`src/rtl/router_consts.svh`:
```
`ifndef ROUTER_CONSTS_SVH
`define ROUTER_CONSTS_SVH

// beat payload width
`define ROUTER_DATA 16

`define ROUTER_SOURCES 4
`define ROUTER_SINKS 4
`define ROUTER_LANES 2

// pending routing commands per source
`define ROUTER_MOT 4

// per-source data buffer
`define ROUTER_BUF_DEPTH 16
`define ROUTER_BUFFER 1

`endif
```
`src/rtl/router_pkg.sv`:
```
`include "router_consts.svh"

package router_pkg;

    typedef logic [$clog2(`ROUTER_SOURCES)-1:0] source_idx_t;
    typedef logic [$clog2(`ROUTER_SINKS)-1:0] sink_idx_t;
    typedef logic [$clog2(`ROUTER_LANES)-1:0] lane_idx_t;

    // one data beat, tagged with the source it came from
    typedef struct packed {
        logic last;
        logic [`ROUTER_DATA-1:0] data;
        source_idx_t src;
    } beat_t;

    // command push from the APB side
    typedef struct packed {
        logic valid;
        source_idx_t src;
        sink_idx_t sink;
    } cmd_t;

    // registered arbiter decision, broadcast to all sources
    typedef struct packed {
        logic valid;
        source_idx_t src;
        lane_idx_t lane;
    } grant_t;

endpackage

```
`src/rtl/router_lane_crossbar.sv`:
```
`timescale 1ns/100ps
`include "router_consts.svh"

module router_lane_crossbar (
    input  logic clk,
    input  logic rst,
    input  router_pkg::grant_t grant,
    input  router_pkg::sink_idx_t grant_sink,
    input  logic [`ROUTER_SOURCES-1:0] src_valid,
    input  router_pkg::beat_t src_beat [`ROUTER_SOURCES],
    output logic [`ROUTER_SOURCES-1:0] src_ready,
    output logic [`ROUTER_LANES-1:0] lane_busy,
    output logic [`ROUTER_SINKS-1:0] sink_free,
    output logic [`ROUTER_SINKS-1:0] sink_valid,
    output router_pkg::beat_t sink_beat [`ROUTER_SINKS],
    input  logic [`ROUTER_SINKS-1:0] sink_ready
);

    router_pkg::source_idx_t lane_src [`ROUTER_LANES];
    router_pkg::sink_idx_t lane_sink [`ROUTER_LANES];
    logic [`ROUTER_LANES-1:0] lane_valid;
    logic [`ROUTER_LANES-1:0] lane_ready;
    logic [`ROUTER_LANES-1:0] lane_done;  // last beat accepted

    always_comb begin
        for (int l = 0; l < `ROUTER_LANES; l++) begin
            lane_valid[l] = lane_busy[l] && src_valid[lane_src[l]];
            lane_ready[l] = lane_busy[l] && sink_ready[lane_sink[l]];
            lane_done[l] = lane_valid[l] && lane_ready[l] && src_beat[lane_src[l]].last;
        end
    end

    always_comb begin
        src_ready = '0;
        sink_valid = '0;
        sink_free = '1;
        for (int k = 0; k < `ROUTER_SINKS; k++) begin
            sink_beat[k] = '0;
        end
        for (int l = 0; l < `ROUTER_LANES; l++) begin
            if (lane_busy[l]) begin
                src_ready[lane_src[l]] = lane_ready[l];
                sink_valid[lane_sink[l]] = lane_valid[l];
                sink_beat[lane_sink[l]] = src_beat[lane_src[l]];
                sink_free[lane_sink[l]] = 1'b0;
            end
        end
        if (grant.valid) begin
            sink_free[grant_sink] = 1'b0;  // claimed but not latched yet
        end
    end

    always_ff @(posedge clk) begin
        if (rst) begin
            lane_busy <= '0;
        end else begin
            for (int l = 0; l < `ROUTER_LANES; l++) begin
                if (grant.valid && grant.lane == router_pkg::lane_idx_t'(l)) begin
                    lane_busy[l] <= 1'b1;
                end else if (lane_done[l]) begin
                    lane_busy[l] <= 1'b0;
                end
            end
        end
    end

    always_ff @(posedge clk) begin
        if (grant.valid) begin
            lane_src[grant.lane] <= grant.src;
            lane_sink[grant.lane] <= grant_sink;
        end
    end

endmodule

```
`config.mk`:
```
export PLATFORM = sky130hd
export DESIGN_NAME = router_lane_crossbar
export DESIGN_NICKNAME = d
export VERILOG_FILES = /design/src/rtl/router_pkg.sv /design/src/rtl/router_lane_crossbar.sv
export VERILOG_INCLUDE_DIRS = /design/src /design/src/rtl
export SDC_FILE = /design/constraint.sdc
export NUM_CORES = 1
export LEC_CHECK = 0
export ABC_AREA = 0
export BUFFER_PORTS_ARGS = -buffer_cell sky130_fd_sc_hd__buf_2
export CAP_MARGIN = 10
export CORE_UTILIZATION = 31
export DETAILED_ROUTE_END_ITERATION = 10
export GPL_TIMING_DRIVEN = 0
export PLACE_DENSITY = 0.72
export RECOVER_POWER = 25
export SYNTH_ARGS = -nofsm -noshare
export SYNTH_HDL_FRONTEND = slang
export SYNTH_SLANG_ARGS = --single-unit
```
`constraint.sdc`:
```
create_clock -name clk -period 2.8 [get_ports clk]
set_clock_uncertainty 0.1 [all_clocks]
set_input_delay 0.28 -clock clk [delete_from_list [all_inputs] [get_ports clk]]
set_output_delay 0.28 -clock clk [all_outputs]
set_load 0.02 [all_outputs]
```
Word-level counts from Yosys, hierarchy flattened
Memories as Yosys holds them, arrays and structs flattened.
Index checks and enable logic that the tools add are counted.
{ "op_classes": {"n_lt_le_gt_ge": 16, "mux": 46, "n_bitwise": 13, "n_reduce_logical": 19} }
{ "op_table": {"columns": ["cell", "count"], "rows": [
  ["$mux 76", 2],
  ["$mux 19", 6],
  ["$and 76x76->76", 1],
  ["$bmux 19 s2", 2],
  ["$bwmux 76", 1],
  ["$demux 19 s2", 2],
  ["$mux 4", 7],
  ["$logic_and 1x1->1", 17],
  ["$and 4x4->4", 4],
  ["$lt 2x3->1 const B", 5],
  ["$mux 1", 15],
  ["$ge 3x3->1 const B", 4],
  ["$not 2->3", 4],
  ["$not 4->4", 3],
  ["$demux 1 s2", 5],
  ["$ge 2x1->1 const B", 5],
  ["$bmux 1 s2", 4],
  ["$bwmux 4", 2],
  ["$lt 3x1->1 const B", 2],
  ["$reduce_bool 2->1", 2],
  ["$not 1->1", 1]
]} }
{ "word_totals": {"regBits": 2, "ramBits": 8, "mem_count": 2} }
{ "memory_table": {"columns": ["name", "words", "word_bits", "read_ports", "rd_ports_with_merged_regs", "wr", "line", "text"], "rows": [
  ["lane_sink", 2, 2, 2, 0, 1, "router_lane_crossbar.sv:20", "router_pkg::sink_idx_t lane_sink [`ROUTER_LANES];"],
  ["lane_src", 2, 2, 2, 0, 1, "router_lane_crossbar.sv:19", "router_pkg::source_idx_t lane_src [`ROUTER_LANES];"]
]} }

Logic depth before layout (Yosys ltp)
{ "depth": {"depth_word": 10, "mapped_depth": 5} }

Least setup slack after synthesis
Ideal clock, no wire load.
{ "synth_path": {"path_type": "register -> output", "start": "memory lane_sink[0][0] (netlist bit)", "end": "output port src_ready[0]", "arrival_ns": 1.706, "required_time_ns": 2.420, "path_slack_ns": 0.714, "path_stages_with_launch": 4, "path_buffers": 0, "path_cell_list": "edfxtp_1 mux4_2 nand2_1 o41ai_1"} }
{ "synth_rtl": {"columns": ["item", "line", "text"], "rows": [
  ["from (decl)", "router_lane_crossbar.sv:20", null],
  ["to (decl)", "router_lane_crossbar.sv:11", "output logic [`ROUTER_SOURCES-1:0] src_ready,"]
]} }

==> flow_summary.ini <==
[status]
outcome = completed

[yosys]
syn_nets = 299
synth_enable_flop_cells = 8
synthFlopType = edfxtp_1
synth_cell_type_count = 29
yosysWarningCount = 0
synth_common_cells = a22o_1, mux4_2, buf_2
ys_ff_latch = 10
yosysSeqAreaShare_pct = 11.8
syn_inst = 207
synth.most_common_cell = a22o_1
ys_async_sr_fraction_pct = 0
ys_top_cells_by_area = mux4_2, a22o_1, edfxtp_1
synth_area_leader_cell = mux4_2
yosysTopAreaCellShare_pct = 38.9
synth_area_mm2 = 0.00237
avgSynthCellArea_um2 = 11.5

[hold_path]
min_path_type = in2reg
holdPathEnd = lane_src[1][1]
min_from = grant[2]
worstHoldPathCells = 1

[critical_path]
crit_required_ns = 2.42
crit_chain = clkbuf_1 -> and3_1 -> clkbuf_1 -> a22o_1 -> buf_2
cp_common_cell = clkbuf_1
critPathMaxFanout = 10
r2r_start = lane_src[1][0]
worstReg2RegEnd = lane_busy[1]
cp-end-kind = output port
max_stage_delay_ns = 0.58
cp-start-kind = flop
rrSetupSlack_ns = 1.24
critical_path_arrival_ns = 2.18
crit_slowest_cell = clkbuf_1
path_class = reg2out
r2r_cells = 4

[floorplanning]
rows = 31
die-area_mm2 = 0.00800
die_h_um = 89.5
core_area_mm2 = 0.00733
start_util_pct = 32.3
die_w_um = 89.5
pin_count = 182

[drt]
drtIter0Drc = 152
routed_wl_um = 10200
dr_total_vias = 2927
drc = 0
vias_per_cell = 5.96
post_drt_wl_per_cell_um = 20.7
first_pass_iters = 4
antenna_left = 0

[timing]
fmax_mhz = 391
relSlewSlack_pct = 51.5
fin_ws_ns = 0.245
maxSlewViolCount = 0
period_share_pct = 91.3
fin_tns_setup_ns = 0
period_minus_slack_ns = 2.56
setup_violations = 0
tightest_slew_ns = 0.727
rsz0062_at_grt = false
hold_viol = 0

[cts]
path_clk_slew_ns = 0.05
clk-insertion-delay-late_ns = 0.24
cts-htree-levels = 1
cts_hold_buf = 0
post_cts_buffers = 0
clockBufferDepth = 2
cts_root_buf = clkbuf_8
cts_sinks = 10
cts_buffers = 3
cts_tree = yes
post_cts_resized = 0

[global_routing]
antenna_found_initial = 0
grt_overflow = 0
grt_usage_pct = 24.5
grt_start_max_net_pins = 11
grt_pass1_wl_um = 14200
grt_pass1_vias = 2695

[flow_run]
maxCapViolCount = 0

[final_layout]
layout.nets = 485
drive_gt1_share_pct = 59.2
antenna_cells = 0
area_growth_pct = 45.2

[power]
leakage_nw = 1.69
vdd_drop_max_v = 0.000306
pwr_density_cell_mw_per_mm2 = 270

[placement]
pre_cts_slack_ns = 0.539
numPortBuffers = 181
hpwl_um = 7960
gp_congestion = 0.881
[layout make-up]
type	count	area (um^2)
Buffer	28	165
Clock buffer	4	55.1
Fill cell	731	3890
Inverter	3	11.3
Multi-Input combinational cell	166	1910
Sequential cell	10	280
Tap cell	99	124
Timing Repair Buffer	181	896
[worst max path at each step]
stage,startpoint,to,slack [ns],cells after the start
2_1_floorplan,lane_sink[0][0],src_ready[0],0.71,3
3_3_place_gp,lane_src[0][1],sink_beat[47],0.56,4
3_5_place_dp,lane_src[0][1],sink_beat[39],0.54,4
4_1_cts,lane_src[0][1],sink_beat[39],0.28,4
5_1_grt,lane_busy[1],sink_beat[1],0.18,5
6_report,lane_busy[1],sink_beat[18],0.24,5
[registers in the layout, indices dropped and copies added, names as in the netlist]
| name | cells |
|---|---|
| lane_sink | 4 |
| lane_src | 4 |
| lane_busy | 2 |
[logic make-up after synthesis]
kind of cell | after synthesis | share of synthesized area (%)
buf+inv | 31 | 7.60
flops | 10 | 11.8
mux | 42 | 40.1
compound gates | 90 | 32.6
simple gates | 34 | 7.97
[placed cells by master (no fill, tap or decap), types with 3 or more instances in the layout]
master / synthesis / final
o21ai_0: 3 / 3
clkbuf_1: 8 / 20
nand3_1: 4 / 4
a22o_1: 80 / 80
mux4_2: 41 / 41
buf_2: 10 / 181
inv_1: 3 / 3
nand2_1: 8 / 8
nor3b_1: 4 / 4
edfxtp_1: 8 / 8
buf_6: 4 / 4
clkbuf_8: 0 / 4
nor2_1: 5 / 5
and3b_1: 4 / 4
[per-layer routing]
metal  routed length [um]  share of wire (%)  global-route usage [%]  up-vias
li1                     -                  -                       -     1297
met1                 3960                 39                    30.1     1433
met2                 5140                 51                    43.3      187
met3                  954                9.4                    3.60       10
met4                  124                1.2                    9.67        0
met5                    0                  0                       0        -
[critical path: cells and delay by family, from the launching register on]
kind,cells,cell delay (ns)
buffers and inverters,3,1.04
flip-flops,1,0.33
AND/OR/NAND/NOR,1,0.29
AO/OA/AOI/OAI,1,0.27
[report_power, final]
group	switching, W	leakage, nW	internal (W)
clock	0.0000573	0.0288	0.000124
sequential	0.0000114	0.0916	0.000172
combinational	0.000310	1.57	0.000254
total	0.000379	1.69	0.000550
[metrics by stage]
stage / cells / cell area, um^2 / hold slack [ns] / total power [W] / utilization (%)
2_1_floorplan: 207 / 2370 / 0.279 / 0.000553 / -
3_3_place_gp: 487 / 3400 / 0.368 / 0.000739 / 46.4
3_5_place_dp: 487 / 3400 / 0.380 / 0.000751 / 46.4
4_1_cts: 491 / 3460 / 0.132 / 0.000933 / 47.1
5_1_grt: 491 / 3440 / 0.137 / 0.000976 / 47.0
6_report: 491 / 3440 / 0.134 / 0.000929 / 47.0
Note: power is estimated with default switching activity, not from simulation.
