**src/rtl/router_consts.svh**
```systemverilog
`ifndef ROUTER_CONSTS_SVH
`define ROUTER_CONSTS_SVH

// beat payload width
`define ROUTER_DATA 16

`define ROUTER_SOURCES 4
`define ROUTER_SINKS 4
`define ROUTER_LANES 2

// pending routing commands per source
`define ROUTER_MOT 4

// per-source data buffer
`define ROUTER_BUF_DEPTH 16
`define ROUTER_BUFFER 1

`endif
```
**src/rtl/router_pkg.sv**
```systemverilog
`include "router_consts.svh"

package router_pkg;

    typedef logic [$clog2(`ROUTER_SOURCES)-1:0] source_idx_t;
    typedef logic [$clog2(`ROUTER_SINKS)-1:0] sink_idx_t;
    typedef logic [$clog2(`ROUTER_LANES)-1:0] lane_idx_t;

    // one data beat, tagged with the source it came from
    typedef struct packed {
        logic last;
        logic [`ROUTER_DATA-1:0] data;
        source_idx_t src;
    } beat_t;

    // command push from the APB side
    typedef struct packed {
        logic valid;
        source_idx_t src;
        sink_idx_t sink;
    } cmd_t;

    // registered arbiter decision, broadcast to all sources
    typedef struct packed {
        logic valid;
        source_idx_t src;
        lane_idx_t lane;
    } grant_t;

endpackage

```
**src/rtl/router_apb_cmd.sv**
```systemverilog
`timescale 1ns/100ps
`include "router_consts.svh"

module router_apb_cmd (
    input  logic clk,
    input  logic rst,
    input  logic psel,
    input  logic penable,
    input  logic pwrite,
    input  logic [7:0] paddr,
    input  logic [31:0] pwdata,
    output logic pready,
    output logic [31:0] prdata,
    output logic pslverr,
    input  logic [`ROUTER_SOURCES-1:0] cmd_full,
    output router_pkg::cmd_t cmd
);

    localparam int SB = $bits(router_pkg::source_idx_t);
    localparam int KB = $bits(router_pkg::sink_idx_t);

    router_pkg::source_idx_t addr_src;
    logic addr_hit;
    logic stall;
    logic push_now;

    // one word per source, 4*s
    assign addr_src = paddr[2 +: SB];
    assign addr_hit = (paddr[1:0] == 2'b00) && (paddr[7:2] < 6'(`ROUTER_SOURCES));

    assign stall = pwrite && addr_hit && cmd_full[addr_src];  // wait for room
    assign pready = psel && penable && !stall && !rst;  // no transfer completes in reset
    assign push_now = pready && pwrite && addr_hit;  // unmapped writes just complete

    assign prdata = '0;
    assign pslverr = 1'b0;

    // push leaves one cycle after the access completes
    always_ff @(posedge clk) begin
        if (rst) begin
            cmd.valid <= 1'b0;
        end else begin
            cmd.valid <= push_now;
        end
    end

    always_ff @(posedge clk) begin
        if (push_now) begin
            cmd.src <= addr_src;
            cmd.sink <= pwdata[KB-1:0];
        end
    end

endmodule

```
**config.mk**
```make
export PLATFORM = sky130hd
export DESIGN_NAME = router_apb_cmd
export DESIGN_NICKNAME = d
export VERILOG_FILES = /design/src/rtl/router_pkg.sv /design/src/rtl/router_apb_cmd.sv
export VERILOG_INCLUDE_DIRS = /design/src /design/src/rtl
export SDC_FILE = /design/constraint.sdc
export NUM_CORES = 1
export LEC_CHECK = 0
export ABC_AREA = 1
export ABC_CLOCK_PERIOD_IN_PS = 1100
export BUFFER_PORTS_ARGS = -buffer_cell sky130_fd_sc_hd__buf_4
export CAP_MARGIN = 0
export CORE_UTILIZATION = 28
export CTS_BUF_LIST = sky130_fd_sc_hd__clkbuf_2 sky130_fd_sc_hd__clkbuf_4 sky130_fd_sc_hd__clkbuf_8
export CTS_CLUSTER_SIZE = 30
export DETAILED_ROUTE_END_ITERATION = 8
export PLACE_DENSITY = 0.81
export RECOVER_POWER = 25
export SKIP_LAST_GASP = 1
export SLEW_MARGIN = 20
export SYNTH_ARGS = -nofsm -noshare
export SYNTH_HDL_FRONTEND = slang
export SYNTH_SLANG_ARGS = --single-unit
```
**constraint.sdc**
```tcl
create_clock -name clk -period 1.1 [get_ports clk]
set_input_delay 0 -clock clk [delete_from_list [all_inputs] [get_ports clk]]
set_output_delay 0 -clock clk [all_outputs]
set_load 0.05 [all_outputs]
```
Word level (Yosys, flattened, before mapping)
Index checks and enable logic that the tools add are counted.
- shifts and indexed selects: 0
- equality and inequality tests: 0
- $lt $le $gt $ge: 2
- multiplexer cells: 2
- reductions and logical operators: 11
- add/sub/neg operators: 0
- div/mod/pow operators: 0
- $mul: 0
- bitwise operators: 0
- operators with widths (kind ; count):
    logical AND 1 bit ; 8
    < comparator 6 x 3 -> 1 bit, second input constant ; 1
    < comparator 2 x 3 -> 1 bit, second input constant ; 1
    binary-select mux 1 bit (select 2 bit) ; 1
    zero test 1 bit ; 2
    zero test 2 bit ; 1
    2-to-1 mux 1 bit ; 1
- bits in latches: 0
- register bits after elaboration: 5
- bits in writable memories: 0
- memories kept: 0
- output and inout bits: 39
- bits in read-only memories: 0

Depth between registers and ports, before layout
Gate-level depths: netlist of the first run.
- depth in word-level cells: 9
- mapped depth: 5
- depth with buffers taken out: 5

Least setup slack after synthesis of the first run
No wires, ideal clock.
- kind: input to output
- from: input paddr[2]
- to: output pready
- data required time: 1100 ps
- data arrival time: 993 ps
- slack: 107 ps
- stages on the path: 5
- buffers on the path: 0
- cell sequence: inv_1 -> nand2_1 -> nand3_1 -> nand2_1 -> a21oi_1
- longest elaborated chain between the ends: 7
- elaborated cells on any way between the ends: 9
- classes of those cells: order compare: 1; mux: 2; reduce/logical: 6
- RTL lines (what ; RTL line ; RTL):
    start: declaration ; router_apb_cmd.sv:10 ; input logic [7:0] paddr,
    < comparator 6 x 3 -> 1 bit ; router_apb_cmd.sv:29 ; assign addr_hit = (paddr[1:0] == 2'b00) && (paddr[7:2] < 6'(`ROUTER_SOURCES));
    logical AND 1 bit ; router_apb_cmd.sv:29 ;
    logical AND 1 bit ; router_apb_cmd.sv:31 ; assign stall = pwrite && addr_hit && cmd_full[addr_src];
    logical AND 1 bit (*) ; router_apb_cmd.sv:31 ;
    zero test 1 bit (*) ; router_apb_cmd.sv:32 ; assign pready = psel && penable && !stall && !rst;
    logical AND 1 bit (*) (2 in series) ; router_apb_cmd.sv:32 ;
    end: declaration ; router_apb_cmd.sv:12 ; output logic pready,
Mark *: on every way between the ends. The rest lies on a longest branch, timed or not. The select of a mux whose other input is x is not followed.

Worst setup path after layout of the first run
- from: register cmd[0] (netlist name)
- to: output cmd[0] (netlist name)
- RTL lines (what ; RTL line ; RTL):
    start: declaration ; router_apb_cmd.sv:16 ; output router_pkg::cmd_t cmd
No word-level cell between the ends.

==> flow_summary.yaml, run 1 <==
layout:
  area_delta_synth_final_pct: 30.5
  final_nets: 155
  top_register: "cmd"
  multi_input_area_um2: 220
  fillers: 190
  drive_above_1_share: 0.276
  seq_area_um2: 140
  largestRegisters: "cmd (5)"
  insertedDiodeCount: 0
  largest_reg_flops: 5
route:
  ant_nets: 0
  via_per_inst: 3.23
  wl_met1_um: 309
  wl_um: 901
  first_iter_violations: 3
  wl_per_cell_um: 6.93
  vias: 420
  drc: 0
  dr_wl_met2_um: 468
  top_layer_used: "met3"
  dr_wl_met3_um: 123
  dr.pass1.iters: 2
setup_path:
  crit_chain: "buf_4"
  critical_path.max_fanout: 1
  max_stage_delay_ps: 360
  required_ps: 1100
  cpMaxStageDelayCell: "edfxtp_1"
  worstSetupPathType: "reg2out"
  startpoint_type: "flip-flop"
  path_delay_family: "flip-flops"
  crit_path_end_kind: "primary output"
  arrival_ps: 790
  crit_buf_inv: 1
logic_synthesis:
  yosysSeqAreaShare: 0.265
  syn_area_per_cell_um2: 7.25
  synth_cell_types: 11
  yosysWarningCount: 0
  synth_area_um2: 529
  synth_most_common_cell: "buf_4"
  synth_top_cells_by_area: "buf_4, edfxtp_1, inv_1"
  yosysTopAreaCellShare: 0.468
  async_reset_ff_frac: 0
  netlist_instances: 73
  synth-edff-count: 4
  yosys.area.top_type: "buf_4"
  synth_common_cells: "buf_4, inv_1, nand2_1"
  ys_ff_latch: 5
  ys_dominant_reg_cell: "edfxtp_1"
worst_hold_path:
  min-delay-start: "paddr[5]"
  whs_path_depth: 4
  hold_end: "cmd[4]"
  min_path_type: "in2reg"
die:
  dieArea_um2: 2070
  core_region_area_um2: 1750
  io_pins: 88
  start_util: 0.303
  fp.dieW_um: 45.5
  die_y_um: 45.5
  rows: 15
global_route:
  grt_usage: 0.0905
  antenna_found_initial: 0
  grt_pass1_vias: 338
  grt_overflow: 0
  grt_pass1_wl_mm: 1.26
  grt_max_degree: 5
sta:
  grt_setup_unrepaired: "false"
  max_freq_mhz: 1270
  final_max_slew_viol_count: 0
  finalSetupTns_ps: 0
  hold_violations: 0
  setup_violations: 0
  fin_crit_sh: 0.718
  min_period_ps: 790
  worst_slack_ps: 310
clocking:
  cts.sinks: 5
  cts_tree: "done"
  cts_made_buffers: 3
  htreeDepth: 1
  clock_path_buffers: 2
  root_buffer: "clkbuf_4"
  clkTransAtPathRegs_ps: 40
  post_cts_buffers: 0
pwr:
  power.total_uw: 783
  p_per_area_nw_per_um2: 1130
  ir_drop_uv: 347
  p_leak_nw: 0.406
placement:
  hpwl_um: 761
  gp_congestion: 0.641
  dp_slack_ps: 109
  io_buffers: 24
job:
  max_cap_violations: 0
outcome:
  outcome: "complete, no violations"
area by class of cell:
| type | count | share of cell area |
|---|---|---|
| clock buffer | 4 | 0.0435 |
| sequential | 5 | 0.203 |
| tap | 25 | 0.0453 |
| multi-input combinational | 56 | 0.319 |
| timing repair buffer | 29 | 0.330 |
| inverter | 11 | 0.0598 |
power by group:
| group | internal [mW] | switching (mW) | total (mW) |
|---|---|---|---|
| clock | 0.161 | 0.0691 | 0.230 |
| combinational | 0.0625 | 0.285 | 0.348 |
| sequential | 0.205 | 0.0000364 | 0.205 |
| total | 0.429 | 0.355 | 0.783 |
stage by stage:
step	hold WS, ps	instance area (µm²)	instances	util
floorplan	98.9	649	105	-
global placement	180	621	122	0.356
finish	64.4	691	130	0.396
detailed placement	181	621	122	0.356
global route	83.3	691	130	0.396
CTS	55.0	691	130	0.396
timing repair:
item | 4_1_cts | 5_1_grt
endpoints found under the hold margin | 4 | 0
gates resized for setup | 0 | 0
hold buffers | 4 | 0
per-layer routing:
| layer | vias up | track usage |
|---|---|---|
| li1 | 214 | - |
| met3 | 0 | 0.0357 |
| met4 | 0 | 0.0545 |
| met2 | 37 | 0.177 |
| met5 | - | 0 |
| met1 | 169 | 0.0725 |
logic make-up after synthesis:
logic type | share of synthesized area
flip-flops | 0.265
buffers and inverters | 0.546
AND/OR/NAND/NOR | 0.173
AO/OA/AOI/OAI | 0.00945
other | 0.00709
cells in the final DEF, fill, tap and decap left out, drive strengths merged:
cell type    Yosys  routed
a21oi            1       1
buf             33      22
clkbuf           0       7
conb             1      33
dfxtp            1       1
dlygate4sd3      0       4
edfxtp           4       4
inv             11      11
nand2           11      11
nand3            2       2
nand3b           1       1
nor2             6       6
nor3             2       2
worst max path at each step:
stage / cells after the start / slack [ps] / from / end
2_1_floorplan: 5 / 110 / paddr[2] / pready
3_3_place_gp: 7 / 130 / paddr[4] / cmd[2]
3_5_place_dp: 7 / 110 / paddr[4] / cmd[1]
4_1_cts: 1 / 300 / cmd[1] / cmd[1]
5_1_grt: 7 / 260 / paddr[1] / cmd[3]
6_report: 1 / 310 / cmd[0] / cmd[0]
No activity file was read; power rests on OpenSTA's default activity.
==> inputs of run 2 (changes only) <==
Settings changed: ABC_AREA 1 to 0, ABC_CLOCK_PERIOD_IN_PS 1100 to 800, CORE_UTILIZATION 28 to 26.
Clock period 1.1 ns to 0.8 ns, I/O delays scaled along.
==> run 2 against run 1 <==
Effect of this change:
- critical path type is now in2reg
- the flow now finishes with violations (setup timing)
- global-route usage is 1.4 points higher
- synthesized area shrank 10%
- die area decreased by 3.4%
- count of clock-buffer cells in the layout unchanged
- via count down 14%
- total power up 40%
- largest power group unchanged
- non-clock buffer count up 2
- highest routed layer is now met4
==> flow_summary.yaml, run 2 <==
clocking:
  cts.sinks: 5
  htreeDepth: 1
  post_cts_buffers: 0
  clkTransAtPathRegs_ps: 40
  root_buffer: "clkbuf_4"
  clock_path_buffers: 2
  cts_made_buffers: 3
  cts_tree: "done"
setup_path:
  crit_path_end_kind: "flip-flop"
  required_ps: 690
  cpMaxStageDelayCell: "mux4_2"
  crit_chain: "buf_6, mux4_2, nor4_4"
  startpoint_type: "input port"
  max_stage_delay_ps: 540
  critical_path.max_fanout: 4
  worstSetupPathType: "in2reg"
  arrival_ps: 1000
  crit_buf_inv: 1
  path_delay_family: "multiplexers"
logic_synthesis:
  synth_area_um2: 474
  async_reset_ff_frac: 0
  synth-edff-count: 4
  ys_dominant_reg_cell: "edfxtp_1"
  yosysTopAreaCellShare: 0.522
  synth_cell_types: 12
  syn_area_per_cell_um2: 9.88
  yosys.area.top_type: "buf_4"
  synth_common_cells: "buf_4, edfxtp_1, nor4_1"
  yosysWarningCount: 0
  netlist_instances: 48
  synth_most_common_cell: "buf_4"
  synth_top_cells_by_area: "buf_4, edfxtp_1, mux4_2"
  yosysSeqAreaShare: 0.296
  ys_ff_latch: 5
layout:
  insertedDiodeCount: 0
  utilization: 0.420
  layoutNonFillerInstCount: 107
  top_register: "cmd"
  final_cell_mix: "conb_1, buf_4, buf_6"
  area_delta_synth_final_pct: 53.0
  largestRegisters: "cmd (5)"
  final_nets: 132
  largest_reg_flops: 5
  mostFrequentLayoutCell: "conb_1"
  drive_above_1_share: 0.439
global_route:
  grt_pass1_wl_mm: 1.44
  antenna_found_initial: 0
  grt_overflow: 0
  grt_usage: 0.105
  grt_pass1_vias: 324
  grt_max_degree: 5
worst_hold_path:
  min_path_type: "in2reg"
sta:
  worst_slack_ps: -302
  fin_crit_sh: 1.38
  hold_violations: 0
  setup_violations: 6
  final_max_slew_viol_count: 0
  max_freq_mhz: 908
  grt_setup_unrepaired: "true"
  min_period_ps: 1100
  holdWs_ps: 94.4
pwr:
  internal-power_uw: 612
  ir_drop_uv: 493
  switching_share: 0.442
  p_leak_nw: 0.357
  pwr-share-clk: 0.282
  comb_power_share: 0.461
  p_per_area_nw_per_um2: 1510
  switching_power_uw: 486
  pwr-share-seq: 0.257
route:
  via_per_inst: 3.39
  dr.pass1.iters: 3
  drc: 0
  vias: 363
  wl_um: 968
  ant_nets: 0
  first_iter_violations: 5
  wl_per_cell_um: 9.05
die:
  rows: 15
  core_region_area_um2: 1730
  dieArea_um2: 2000
  fp.dieW_um: 44.7
  io_pins: 88
  start_util: 0.275
  die_y_um: 44.7
outcome:
  outcome: "finished with violations"
  violations: "setup timing"
placement:
  io_buffers: 24
  hpwl_um: 762
  gp_congestion: 0.711
  dp_cells: 99
  dp_slack_ps: -592
job:
  max_cap_violations: 0
[run 2: routing by layer]
| layer | global-route usage | part of all wire | vias to the layer above |
|---|---|---|---|
| met5 | 0 | 0 | - |
| met4 | 0.0182 | 0.0041 | 0 |
| met3 | 0.0600 | 0.19 | 2 |
| met2 | 0.203 | 0.51 | 39 |
| met1 | 0.0941 | 0.30 | 155 |
| li1 | - | - | 167 |
[run 2: worst paths after layout]
check                start  endpoint  cells past startpoint
setup / recovery  paddr[2]    cmd[2]                      3
hold / removal    paddr[6]    cmd[4]                      3
[run 2: power groups by stage]
| stage | registers (mW) | logic, mW | clock network [mW] |
|---|---|---|---|
| after floorplan | 0.287 | 0.504 | 0 |
| after global placement | 0.286 | 0.467 | 0 |
| after detailed placement | 0.286 | 0.471 | 0 |
| after CTS | 0.282 | 0.505 | 0.316 |
| after global routing | 0.281 | 0.529 | 0.346 |
| final | 0.282 | 0.506 | 0.309 |
[run 2: cells by family after synthesis]
| logic type | Yosys count | synth area share |
|---|---|---|
| AO/OA/AOI/OAI | 1 | 0.0132 |
| AND/OR/NAND/NOR | 7 | 0.113 |
| flip-flops | 5 | 0.296 |
| multiplexers | 1 | 0.0475 |
| other | 1 | 0.00791 |
| buffers and inverters | 33 | 0.522 |
[run 2: repair_timing]
action | in CTS | in global routing
endpoints found under the setup margin | 8 | 9
hold buffers | 4 | 0
endpoints found under the hold margin | 4 | 0
resized for setup | 9 | 1
pin swaps | 3 | 1
[run 2: through the flow]
step | cell area, µm² | setup TNS (ps) | total power, mW
floorplan | 624 | -1890 | 0.791
detailed placement | 611 | -3160 | 0.757
finish | 726 | -1500 | 1.10
global route | 726 | -1720 | 1.16
global placement | 611 | -3070 | 0.753
CTS | 722 | -1560 | 1.10
[run 2: layout make-up]
type	count	area (µm²)
Fill cell	164	1000
Timing Repair Buffer	31	273
Multi-Input combinational cell	42	251
Sequential cell	5	140
Tap cell	25	31.3
Clock buffer	4	30.0
