<file path="src/rtl/router_consts.svh">
`ifndef ROUTER_CONSTS_SVH
`define ROUTER_CONSTS_SVH

// beat payload width
`define ROUTER_DATA 16

`define ROUTER_SOURCES 4
`define ROUTER_SINKS 4
`define ROUTER_LANES 2

// pending routing commands per source
`define ROUTER_MOT 4

// per-source data buffer
`define ROUTER_BUF_DEPTH 16
`define ROUTER_BUFFER 1

`endif
</file>
<file path="src/rtl/router_pkg.sv">
`include "router_consts.svh"

package router_pkg;

    typedef logic [$clog2(`ROUTER_SOURCES)-1:0] source_idx_t;
    typedef logic [$clog2(`ROUTER_SINKS)-1:0] sink_idx_t;
    typedef logic [$clog2(`ROUTER_LANES)-1:0] lane_idx_t;

    // one data beat, tagged with the source it came from
    typedef struct packed {
        logic last;
        logic [`ROUTER_DATA-1:0] data;
        source_idx_t src;
    } beat_t;

    // command push from the APB side
    typedef struct packed {
        logic valid;
        source_idx_t src;
        sink_idx_t sink;
    } cmd_t;

    // registered arbiter decision, broadcast to all sources
    typedef struct packed {
        logic valid;
        source_idx_t src;
        lane_idx_t lane;
    } grant_t;

endpackage

</file>
<file path="src/rtl/router_channel_source.sv">
`timescale 1ns/100ps
`include "router_consts.svh"

module router_channel_source #(
    parameter int IDX = 0
) (
    input  logic clk,
    input  logic rst,
    input  router_pkg::cmd_t cmd,
    output logic cmd_full,
    input  logic source_valid,
    output logic source_ready,
    input  router_pkg::beat_t source_beat,
    input  logic [`ROUTER_SINKS-1:0] sink_free,
    output logic arb_req,
    output router_pkg::sink_idx_t arb_req_sink,
    input  router_pkg::grant_t grant,
    input  logic lane_ready,
    output logic lane_valid,
    output router_pkg::beat_t lane_beat
);

    logic cmd_push;
    logic cmd_empty;
    logic cmd_pop;
    logic own_grant;
    logic active;      // holding a lane
    logic req_mask;
    logic buf_ready;
    logic grant_clear;
    router_pkg::beat_t tagged_beat;

    assign cmd_push = cmd.valid && (cmd.src == router_pkg::source_idx_t'(IDX));
    assign own_grant = grant.valid && (grant.src == router_pkg::source_idx_t'(IDX));

    // full one early, the APB push lags by a cycle
    router_fifo #(
        .T      (router_pkg::sink_idx_t),
        .DEPTH  (`ROUTER_MOT),
        .ALMOST (1)
    ) u_cmd_fifo (
        .clk         (clk),
        .rst         (rst),
        .push        (cmd_push),
        .wr_data     (cmd.sink),
        .full        (),
        .almost_full (cmd_full),
        .pop         (cmd_pop),
        .rd_data     (arb_req_sink),
        .empty       (cmd_empty)
    );

    always_comb begin
        tagged_beat = source_beat;
        tagged_beat.src = router_pkg::source_idx_t'(IDX);  // stamp our index
    end

    generate
        if (`ROUTER_BUFFER != 0) begin : g_buffer
            logic buf_full;
            logic buf_empty;

            router_fifo #(
                .T      (router_pkg::beat_t),
                .DEPTH  (`ROUTER_BUF_DEPTH),
                .ALMOST (1)
            ) u_data_fifo (
                .clk         (clk),
                .rst         (rst),
                .push        (source_valid),
                .wr_data     (tagged_beat),
                .full        (buf_full),
                .almost_full (),
                .pop         (buf_ready),
                .rd_data     (lane_beat),
                .empty       (buf_empty)
            );

            assign source_ready = !buf_full;
            assign lane_valid = !buf_empty;
        end else begin : g_no_buffer
            assign source_ready = buf_ready;
            assign lane_valid = source_valid;
            assign lane_beat = tagged_beat;
        end
    endgenerate

    assign buf_ready = active && lane_ready;
    assign grant_clear = buf_ready && lane_valid && lane_beat.last;

    always_ff @(posedge clk) begin
        if (rst) begin
            active <= 1'b0;
            req_mask <= 1'b0;
            cmd_pop <= 1'b0;
        end else begin
            cmd_pop <= own_grant;   // head of command FIFO consumed a cycle later
            req_mask <= own_grant;  // stale sink at the head until that pop lands
            if (grant_clear) begin
                active <= 1'b0;
            end
            if (own_grant) begin
                active <= 1'b1;
            end
        end
    end

    // pending grant blocks a second request for the same packet
    assign arb_req = lane_valid
                   && (!active || grant_clear)
                   && !req_mask
                   && !own_grant
                   && !cmd_empty
                   && sink_free[arb_req_sink];

endmodule

</file>
<file path="src/rtl/router_fifo.sv">
`timescale 1ns/100ps

module router_fifo #(
    parameter type T = logic,
    parameter int DEPTH = 4,
    parameter int ALMOST = 1
) (
    input  logic clk,
    input  logic rst,
    input  logic push,
    input  T     wr_data,
    output logic full,
    output logic almost_full,
    input  logic pop,
    output T     rd_data,
    output logic empty
);

    localparam int AW = (DEPTH > 1) ? $clog2(DEPTH) : 1;
    localparam int CW = $clog2(DEPTH + 1);

    T mem [DEPTH];
    logic [AW-1:0] wr_ptr;
    logic [AW-1:0] rd_ptr;
    logic [CW-1:0] count;
    logic do_push;
    logic do_pop;

    assign do_push = push && !full;  // writes into a full FIFO are dropped
    assign do_pop = pop && !empty;

    assign full = (count == CW'(DEPTH));
    assign almost_full = (count >= CW'(DEPTH - ALMOST));
    assign empty = (count == '0);
    assign rd_data = mem[rd_ptr];  // first word falls through

    always_ff @(posedge clk) begin
        if (do_push) begin
            mem[wr_ptr] <= wr_data;
        end
    end

    always_ff @(posedge clk) begin
        if (rst) begin
            wr_ptr <= '0;
            rd_ptr <= '0;
            count <= '0;
        end else begin
            if (do_push) begin
                wr_ptr <= (wr_ptr == AW'(DEPTH - 1)) ? '0 : wr_ptr + 1'b1;
            end
            if (do_pop) begin
                rd_ptr <= (rd_ptr == AW'(DEPTH - 1)) ? '0 : rd_ptr + 1'b1;
            end
            // simultaneous push and pop leaves count alone
            if (do_push && !do_pop) begin
                count <= count + 1'b1;
            end else if (do_pop && !do_push) begin
                count <= count - 1'b1;
            end
        end
    end

endmodule

</file>
<file path="config.mk">
export PLATFORM = sky130hd
export DESIGN_NAME = router_channel_source
export DESIGN_NICKNAME = d
export VERILOG_FILES = /design/src/rtl/router_pkg.sv /design/src/rtl/router_channel_source.sv /design/src/rtl/router_fifo.sv
export VERILOG_INCLUDE_DIRS = /design/src /design/src/rtl
export SDC_FILE = /design/constraint.sdc
export NUM_CORES = 1
export LEC_CHECK = 0
export ABC_CLOCK_PERIOD_IN_PS = 4100
export BUFFER_PORTS_ARGS = -buffer_cell sky130_fd_sc_hd__buf_2
export CORE_ASPECT_RATIO = 1.25
export CORE_UTILIZATION = 40
export DETAILED_ROUTE_END_ITERATION = 12
export GPL_ROUTABILITY_DRIVEN = 0
export GPL_TIMING_DRIVEN = 0
export HOLD_SLACK_MARGIN = 0.12
export MAX_ROUTING_LAYER = met4
export PLACE_DENSITY = 0.63
export SLEW_MARGIN = 20
export SYNTH_ARGS = -nofsm -noshare
export SYNTH_HDL_FRONTEND = slang
export SYNTH_SLANG_ARGS = --single-unit
</file>
<file path="constraint.sdc">
create_clock -name clk -period 4.1 [get_ports clk]
set_clock_uncertainty 0.2 [all_clocks]
set_input_delay 0.615 -clock clk [delete_from_list [all_inputs] [get_ports clk]]
set_output_delay 0.615 -clock clk [all_outputs]
set_load 0.05 [all_outputs]
</file>
After elaboration in Yosys (flattened, before gate mapping)

Memory sizes are Yosys's and may differ from the RTL's. A register that Yosys moved wholly into a read port is not among the register bits.
Index checks and enable logic that the tools add are counted.

Output and inout port bits: 25
Input bits: 36
Memory bits (writable): 280
Flip-flop bits (word level): 22
Memories: 2

Memory list:

| memory                   | words | width | read ports | clocked after memory_dff | write ports | RTL line          | text |
|---|---|---|---|---|---|---|---|
| g_buffer.u_data_fifo.mem | 16    | 17    | 1          | 1                        | 1           | router_fifo.sv:22 | `T mem [DEPTH];` |
| u_cmd_fifo.mem           | 4     | 2     | 1          | 1                        | 1           | router_fifo.sv:22 |  |

Reduce and logical (&&, ||, !) cells: 36
Multiplexer cells: 20
Equal/unequal tests: 6
Order comparisons: 2
Add/sub/neg operators: 8

Operators by type and width:

| cell                  | number |
|---|---|
| $logic_and A1 B1 Y1   | 17 |
| $mux W4               | 4 |
| $logic_not A1 Y1      | 11 |
| $mux W5               | 2 |
| $add A4 B1 Y4 const B | 2 |
| $eq A4 B4 Y1 const B  | 2 |
| $mux W2               | 4 |
| $mux W1               | 7 |
| $mux W3               | 2 |
| $reduce_bool A2 Y1    | 3 |
| $add A5 B1 Y5 const B | 1 |
| $eq A5 B5 Y1 const B  | 1 |
| $logic_not A5 Y1      | 1 |
| $sub A5 B1 Y5 const B | 1 |
| $add A2 B1 Y2 const B | 2 |
| $eq A2 B2 Y1 const B  | 2 |
| $logic_not A2 Y1      | 2 |
| $add A3 B1 Y3 const B | 1 |
| $eq A3 B3 Y1 const B  | 1 |
| $ge A3 B2 Y1 const B  | 1 |
| $logic_not A3 Y1      | 1 |
| $lt A2 B3 Y1 const B  | 1 |
| $sub A3 B1 Y3 const B | 1 |
| $bmux W1 S2           | 1 |
| $logic_or A1 B1 Y1    | 1 |

Depth between registers and ports, before layout

Gate-level depths: netlist (run 1).

Depth after elaboration: 10
Gate-level depth with buffers: 11
Gate-level depth less buffers: 11

Hierarchy

From an unflattened synthesis (run 1), not the netlist that was laid out.

Cells, all modules: 655
Area total of the unflattened synthesis: 13,246.5 um^2

By module, submodules not included:

| module                              | cells an instance | times used | area an instance (um^2) |
|---|---|---|---|
| router_fifo at g_buffer.u_data_fifo | 578               | 1          | 12,321.8 |
| router_fifo at u_cmd_fifo           | 61                | 1          | 797.0 |
| router_channel_source               | 16                | 1          | 127.6 |

Worst setup path after synthesis (run 1)

No wires, ideal clock.

Kind: reg2reg
Start point: reg g_buffer.u_data_fifo.count[0]
End point: reg g_buffer.u_data_fifo.count[4]
Stages on the path, launching flop included: 12
Arrival: 2,761 ps
Buffers on the path: 1
Clock period less this slack: 3,085 ps
Data required time: 3,777 ps
Setup slack: 1,015 ps
Path through: dfxtp_1 -> nor4_1 -> a21boi_1 -> clkbuf_1 -> ha_1 -> inv_1 -> ha_1 -> nor2b_1 -> o21a_1 -> or3_1 -> a21oi_1 -> mux2_1

Cells in the longest elaborated chain, start to end: 6
Elaborated cells on any way between the ends: 15
Classes of those cells: add/sub (2); eq/ne (1); mux (2); reduce/logical (10)

RTL lines:

| what                             | RTL line          | text |
|---|---|---|
| start: declaration               | router_fifo.sv:25 | `logic [CW-1:0] count;` |
| start signal: assignment         | router_fifo.sv:57 | `count <= count + 1'b1;` |
| start signal: assignment         | router_fifo.sv:59 | `count <= count - 1'b1;` |
| $eq A5 B5 Y1 *                   | router_fifo.sv:32 | `assign full = (count == CW'(DEPTH));` |
| $logic_not A1 Y1 *               | router_fifo.sv:29 | `assign do_push = push && !full;` |
| $logic_and A1 B1 Y1 *            | router_fifo.sv:29 |  |
| net g_buffer.u_data_fifo.do_push | router_fifo.sv:26 | `logic do_push;` |
| $logic_not A1 Y1                 | router_fifo.sv:58 | `end else if (do_pop && !do_push) begin` |
| $logic_and A1 B1 Y1              | router_fifo.sv:58 |  |
| $reduce_bool A2 Y1 (no line)     | n/a               |  |

The timed path passes the listed nets; every way through them passes the cells marked *. The select of a mux whose other input is x is not followed.
A chain may end at the register's enable or synchronous reset.

==> metrics.csv, run 1 <==
stage,metric,value,unit
run_status,outcome,"complete, no violations",
worst_setup_path,arrival,3.14,ns
worst_setup_path,crit_top_cell,buf_2,
die,chipHeight,196.3,um
routing,routed_wl,24840,um
cts,clkLatencyLatePin,0.54,ns
routing,drt_first_pass_iters,4,
yosys,synth-edff-count,280,
yosys,synth.area.top_cells,"edfxtp_1 70%, mux4_2 15%, dfxtp_1 4.6%",
timing,slew_violations,0,
global_routing,grt_pass1_wl,37630,um
die,rows,70,
global_routing,overflow,0,
yosys,syn-instance-count,590,
routing,remaining_drc_errors,0,
routing,detail-route-antenna-nets,0,
yosys,synth-seq-cells,308,
timing,fin_crit_sh,96.47,%
yosys,ys_types,41,
finish,fin_area,13950,um^2
power_and_ir_drop,p_leak,0.004471,uW
global_routing,grt_max_degree,18,
timing,tightest_slew,0.9487,ns
worst_setup_path,cp_cell_sequence,"clkbuf_1, buf_2, buf_2, mux4_2, mux4_2, buf_2",
die,ios,61,
yosys,async_flop_share,0,%
timing,setup_viol,0,
finish,area_growth,15.46,%
timing,slew_headroom,36.75,%
global_routing,track_usage,17.22,%
global_routing,antenna_found_initial,1,
worst_setup_path,crit_path_max_fanout,19,
yosys,yosysMostFrequentCell,edfxtp_1,
timing,whs,0.1587,ns
die,chipWidth,157.5,um
yosys,synth_top_cell_by_area,edfxtp_1,
cts,cts_root_buffer,clkbuf_16,
power_and_ir_drop,power,6826,uW
min_path,hp-class,in2reg,
routing,via_per_inst,5.329,
yosys,yosysWarnings,0,
cts,tritoncts,done,
finish,fill_cells,2456,
yosys,synth_area_per_cell,20.48,um^2
timing,rsz0062_at_grt,no,
yosys,synth_ff_type,edfxtp_1,
power_and_ir_drop,power_density,489.3,nW/um^2
timing,min_period,3.955,ns
cts,clkTransAtPathRegs,0.06,ns
cts,cts_buffers,30,
yosys,synth_area,12080,um^2
cts,h-tree-depth,1,
routing,via_count,5905,
routing,first_iter_violations,459,
die,initial_core_util,40.94,%
routing,routedWlPerCell,22.42,um
place,portBuffers,55,
die,die_area,30910,um^2
place,hpwl,15500,um
finish,final_nets,743,
place,dpl_cell_area,13040,um^2
timing,max_freq,252.8,MHz
yosys,synthTopCellsByCount,"280 x edfxtp_1, 83 x mux4_2, 41 x nor2_1, 28 x dfxtp_1, 20 x nand2_1",
finish,drive_gt1_share,30.94,%
worst_setup_path,worstPathRequired,3.28,ns
global_routing,first_global_vias,6275,
worst_setup_path,critPathKind,reg2out,
timing,hold_violations,0,
yosys,synth_top_area_share,69.59,%
worst_setup_path,slowest_stage,buf_2,
flow_run,maxCapViolations,0,
power_and_ir_drop,ir_worst_vdd,0.3336,mV
die,core,29520,um^2
yosys,seq_area_frac_synth,74.23,%
cts,cts_sinks,308,
worst_setup_path,cp-end-kind,output port,
cts,cts_buffer_depth,3,
worst_setup_path,max_stage_delay,0.53,ns
worst_setup_path,startpoint_type,register,
==> state kept, by name, summed over array words and instances, names as in the netlist, named ones only <==
name                         flops
u_cmd_fifo.mem                   8
req_mask                         1
u_cmd_fifo.wr_ptr                2
active                           1
g_buffer.u_data_fifo.rd_ptr      4
u_cmd_fifo.rd_ptr                2
g_buffer.u_data_fifo.count       5
g_buffer.u_data_fifo.wr_ptr      4
u_cmd_fifo.count                 3
g_buffer.u_data_fifo.mem       272
==> report_power, final <==
part	total, uW	leakage [uW]	internal [uW]	switching [uW]
clock	2490	0.000427	1380	1110
sequential	3560	0.00276	3520	45.5
combinational	775	0.00129	271	503
total	6830	0.00447	5170	1660
==> logic make-up after synthesis <==
| kind of cell | after synthesis | share of synthesized area, % |
|---|---|---|
| compound gates | 30 | 1.471 |
| xor+xnor | 7 | 0.5074 |
| fa+ha+maj | 18 | 1.988 |
| buf+inv | 40 | 1.740 |
| flops | 308 | 74.23 |
| mux | 100 | 16.91 |
| other cells | 1 | 0.03104 |
| simple gates | 86 | 3.127 |
==> metrics by stage <==
| step | setup TNS, ns | utilization, % | worst slack [ns] | cells |
|---|---|---|---|---|
| detailed placement | 0 | 44.17 | 0.4043 | 1051 |
| floorplan | 0 | - | 1.015 | 591 |
| global route | 0 | 47.27 | 0.01513 | 1108 |
| finish | 0 | 47.27 | 0.1449 | 1108 |
| CTS | 0 | 47.27 | 0.007942 | 1108 |
| global placement | -29.63 | 43.56 | -0.5513 | 1042 |
==> cells in the final DEF (no fill, tap or decap), types with 2 or more instances in the layout <==
master,Yosys,layout
mux4_2,83,83
a21oi_1,16,16
nand2b_1,2,2
a21o_1,2,2
clkinvlp_4,0,2
xor2_1,7,7
mux2i_1,14,14
buf_2,10,65
dfxtp_1,28,28
edfxtp_1,280,280
nor3_2,0,4
nor2_4,0,11
clkbuf_16,0,31
inv_1,10,10
nand2_1,20,20
or3_1,3,3
conb_1,1,2
buf_1,2,2
dlygate4sd3_1,0,3
a31oi_1,2,2
and2_1,4,4
buf_12,2,2
o21ai_0,3,3
ha_1,16,16
fa_1,2,2
buf_4,2,10
clkinv_2,0,4
nand3_1,3,3
clkbuf_1,12,19
nand3b_1,3,3
clkinv_1,0,7
nor3_1,6,2
nor2_1,41,29
mux2_2,2,2
==> cell type report <==
| type | count | area, um^2 | share of cell area (%) |
|---|---|---|---|
| Tap cell | 396 | 495.5 | 3.552 |
| Sequential cell | 308 | 8969 | 64.29 |
| Timing Repair Buffer | 67 | 380.4 | 2.726 |
| Clock inverter | 15 | 78.83 | 0.5650 |
| Inverter | 11 | 41.29 | 0.2960 |
| Clock buffer | 39 | 805.8 | 5.776 |
| Antenna cell | 1 | 2.502 | 0.01794 |
| Buffer | 28 | 165.2 | 1.184 |
| Multi-Input combinational cell | 243 | 3013 | 21.60 |
==> worst paths after layout <==
check	start	slack (ns)	endpoint	cells after the start
setup / recovery	register	0.14	lane_beat[15]	6
hold / removal	grant[3]	0.16	req_mask$_SDFF_PP0_	3
setup reg to reg	g_buffer.u_data_fifo.count[3]$_SDFFE_PP0P_	0.37	g_buffer.u_data_fifo.count[4]$_SDFFE_PP0P_	11
hold reg to reg	g_buffer.u_data_fifo.rd_ptr[3]$_SDFFE_PP0N_	0.34	register	2
==> worst max-delay path, delay by kind of cell, from the launching register on <==
kind                   cells  cell delay [ns]
buffers and inverters      4             1.37
DFF                        1             0.35
muxes                      2             0.86
==> metal layers <==
metal | routed length [um] | GRT usage (%) | up-vias
li1 | - | - | 2594
met1 | 10270 | 21.82 | 3081
met2 | 12760 | 28.65 | 178
met3 | 1130 | 2.452 | 52
met4 | 684 | 5.358 | 0
met5 | 0 | - | -
==> timing repair <==
action	in CTS	in global routing
endpoints found under the setup margin	0	9
buffers inserted	0	0
hold buffers	3	0
hold endpoints to repair	9	0
resized for setup	0	0
Power figures use the tool's default switching activity.
==> run 2, diff against run 1 <==
Settings changed: REMOVE_ABC_BUFFERS from default to 1.
==> metrics.csv, run 2 (synthesized netlist as in run 1, its figures left out) <==
stage,metric,value,unit,change
run_status,outcome,"complete, no violations",,unchanged
routing,drt_first_pass_iters,4,,unchanged
worst_setup_path,worstPathRequired,3.28,ns,about the same
worst_setup_path,rrSetupSlack,0.48,ns,was 0.37 ns
timing,rsz0062_at_grt,no,,unchanged
power_and_ir_drop,p_switching,1658,uW,was 1656 uW
global_routing,first_global_vias,6338,,was 6275
global_routing,grt_pass1_wl,37400,um,was 37630 um
die,ios,61,,unchanged
routing,routed_wl,24340,um,was 24840 um
worst_setup_path,crit_path_max_fanout,26,,was 19
power_and_ir_drop,power_density,499.2,nW/um^2,was 489.3 nW/um^2
power_and_ir_drop,power,7114,uW,was 6826 uW
worst_setup_path,r2r-end,g_buffer.u_data_fifo.count[4]$_SDFFE_PP0P_,,unchanged
finish,top_register,g_buffer.u_data_fifo.mem,,unchanged
worst_setup_path,reg2reg_from,g_buffer.u_data_fifo.count[3]$_SDFFE_PP0P_,,unchanged
cts,cts_resized,0,,unchanged
cts,cts_root_buffer,clkbuf_16,,unchanged
place,hpwl,15340,um,was 15500 um
timing,tightest_slew,0.8228,ns,was 0.9487 ns
cts,cts_buffers,30,,unchanged
timing,max_freq,272.2,MHz,was 252.8 MHz
worst_setup_path,arrival,2.86,ns,was 3.14 ns
die,chipHeight,196.3,um,unchanged
timing,min_period,3.674,ns,was 3.955 ns
timing,slew_violations,0,,unchanged
finish,fin_area,14250,um^2,was 13950 um^2
finish,area_growth,17.94,%,was 15.46%
routing,via_count,5882,,was 5905
cts,tritoncts,done,,unchanged
min_path,hp-start,grant[3],,unchanged
routing,remaining_drc_errors,0,,unchanged
timing,setup_viol,0,,unchanged
place,dpl_cell_area,13200,um^2,was 13040 um^2
die,rows,70,,unchanged
global_routing,antenna_found_initial,0,,was 1
finish,largest_register_ffs,272,,unchanged
finish,top_regs,"g_buffer.u_data_fifo.mem x272, u_cmd_fifo.mem x8, g_buffer.u_data_fifo.count x5",,unchanged
global_routing,grt_max_degree,38,,was 18
power_and_ir_drop,combPwrFrac,10.6,%,was 11.3%
power_and_ir_drop,p_leak,0.004575,uW,was 0.004471 uW
finish,final_util,48.28,%,was 47.27%
routing,detail-route-antenna-nets,0,,unchanged
power_and_ir_drop,sw_frac_of_total,23.30,%,was 24.27%
finish,most-common-layout-cells,"280 x edfxtp_1, 83 x mux4_2, 55 x buf_2",,"was 280 x edfxtp_1, 83 x mux4_2, 65 x buf_2"
worst_setup_path,reg2reg_depth,10,,was 11
worst_setup_path,startpoint_type,register,,unchanged
die,die_area,30910,um^2,unchanged
power_and_ir_drop,power.share.clock,39.1,%,was 36.4%
min_path,min_path_cells,3,,unchanged
worst_setup_path,critPathKind,reg2out,,unchanged
power_and_ir_drop,seqPwrFrac,50.2,%,was 52.2%
die,initial_core_util,40.94,%,unchanged
min_path,hp-class,in2reg,,unchanged
cts,cts_buffer_depth,3,,unchanged
cts,h-tree-depth,1,,unchanged
flow_run,maxCapViolations,0,,unchanged
finish,diodes,0,,was 1
cts,clkTransAtPathRegs,0.06,ns,about the same
cts,cts_sinks,308,,unchanged
min_path,hold_end,req_mask$_SDFF_PP0_,,unchanged
finish,final_common_cell,edfxtp_1,,unchanged
finish,drive_gt1_share,33.48,%,was 30.94%
global_routing,overflow,0,,unchanged
timing,hold_violations,0,,unchanged
routing,via_per_inst,5.386,,was 5.329
die,chipWidth,157.5,um,unchanged
cts,clkLatencyLatePin,0.54,ns,about the same
routing,first_iter_violations,380,,was 459
finish,final_nets,727,,was 743
timing,fin_crit_sh,89.62,%,was 96.47%
routing,routedWlPerCell,22.29,um,was 22.42 um
die,core,29520,um^2,unchanged
place,portBuffers,55,,unchanged
power_and_ir_drop,ir_worst_vdd,0.3482,mV,was 0.3336 mV
timing,slew_headroom,44.85,%,was 36.75%
power_and_ir_drop,intPower,5456,uW,was 5169 uW
worst_setup_path,cp-end-kind,output port,,unchanged
global_routing,track_usage,17.12,%,was 17.22%
run 2: what timing repair did:
action	4_1_cts	5_1_grt
endpoints found under the setup margin	0	0
buffers inserted	0	0
hold buffers	2	0
hold endpoints to repair	8	0
run 2: power by group through the flow:
stage | sequential, uW | clock (uW) | combinational [uW]
floorplan | 3640 | 0 | 509
global placement | 3660 | 0 | 671
detailed placement | 3640 | 0 | 760
CTS | 3570 | 2840 | 764
global route | 3580 | 2970 | 816
finish | 3570 | 2780 | 756
run 2: layer usage:
metal  vias up  wire [um]  track usage, %
met5         -          0               -
met4         0        495           4.351
met3        36       1190           2.496
met2       172      13120           30.45
met1      3113       9542           20.22
li1       2561          -               -
run 2: final cells by class:
| class | count | area (um^2) |
|---|---|---|
| multi-input combinational | 243 | 3018 |
| timing repair buffer | 79 | 689.4 |
| clock inverter | 20 | 216.5 |
| tap | 396 | 495.5 |
| sequential | 308 | 8979 |
| clock buffer | 35 | 810.8 |
| inverter | 11 | 41.29 |
| fill | 2399 | 15270 |
run 2: how the worst max path moves through the flow:
| stage | from | endpoint | slack, ns | depth (start not counted) |
|---|---|---|---|---|
| 2_1_floorplan | register | lane_beat[18] | -0.90 | 3 |
| 3_3_place_gp | register | lane_beat[15] | -2.08 | 3 |
| 3_5_place_dp | source_valid | g_buffer.u_data_fifo.count[4]$_SDFFE_PP0P_ | 0.49 | 10 |
| 4_1_cts | register | lane_beat[11] | 0.34 | 4 |
| 5_1_grt | g_buffer.u_data_fifo.count[3]$_SDFFE_PP0P_ | g_buffer.u_data_fifo.count[4]$_SDFFE_PP0P_ | 0.21 | 10 |
| 6_report | register | lane_beat[11] | 0.43 | 4 |
run 2: stage by stage:
stage / hold WS, ns / setup slack, ns / instances / setup TNS, ns
after floorplan: 0.2650 / -0.8994 / 562 / -15.12
after global placement: 0.2868 / -2.076 / 1013 / -98.55
after detailed placement: 0.3119 / 0.4912 / 1035 / 0
after CTS: 0.1279 / 0.3362 / 1092 / 0
after global routing: 0.1365 / 0.2091 / 1092 / 0
final: 0.1502 / 0.4256 / 1092 / 0
run 2: worst max-delay path, stage by stage (launching register included):
cell     delay (ns)
dfxtp_4        0.71
buf_12         0.29
mux4_2         0.54
mux4_2         0.51
buf_2          0.23
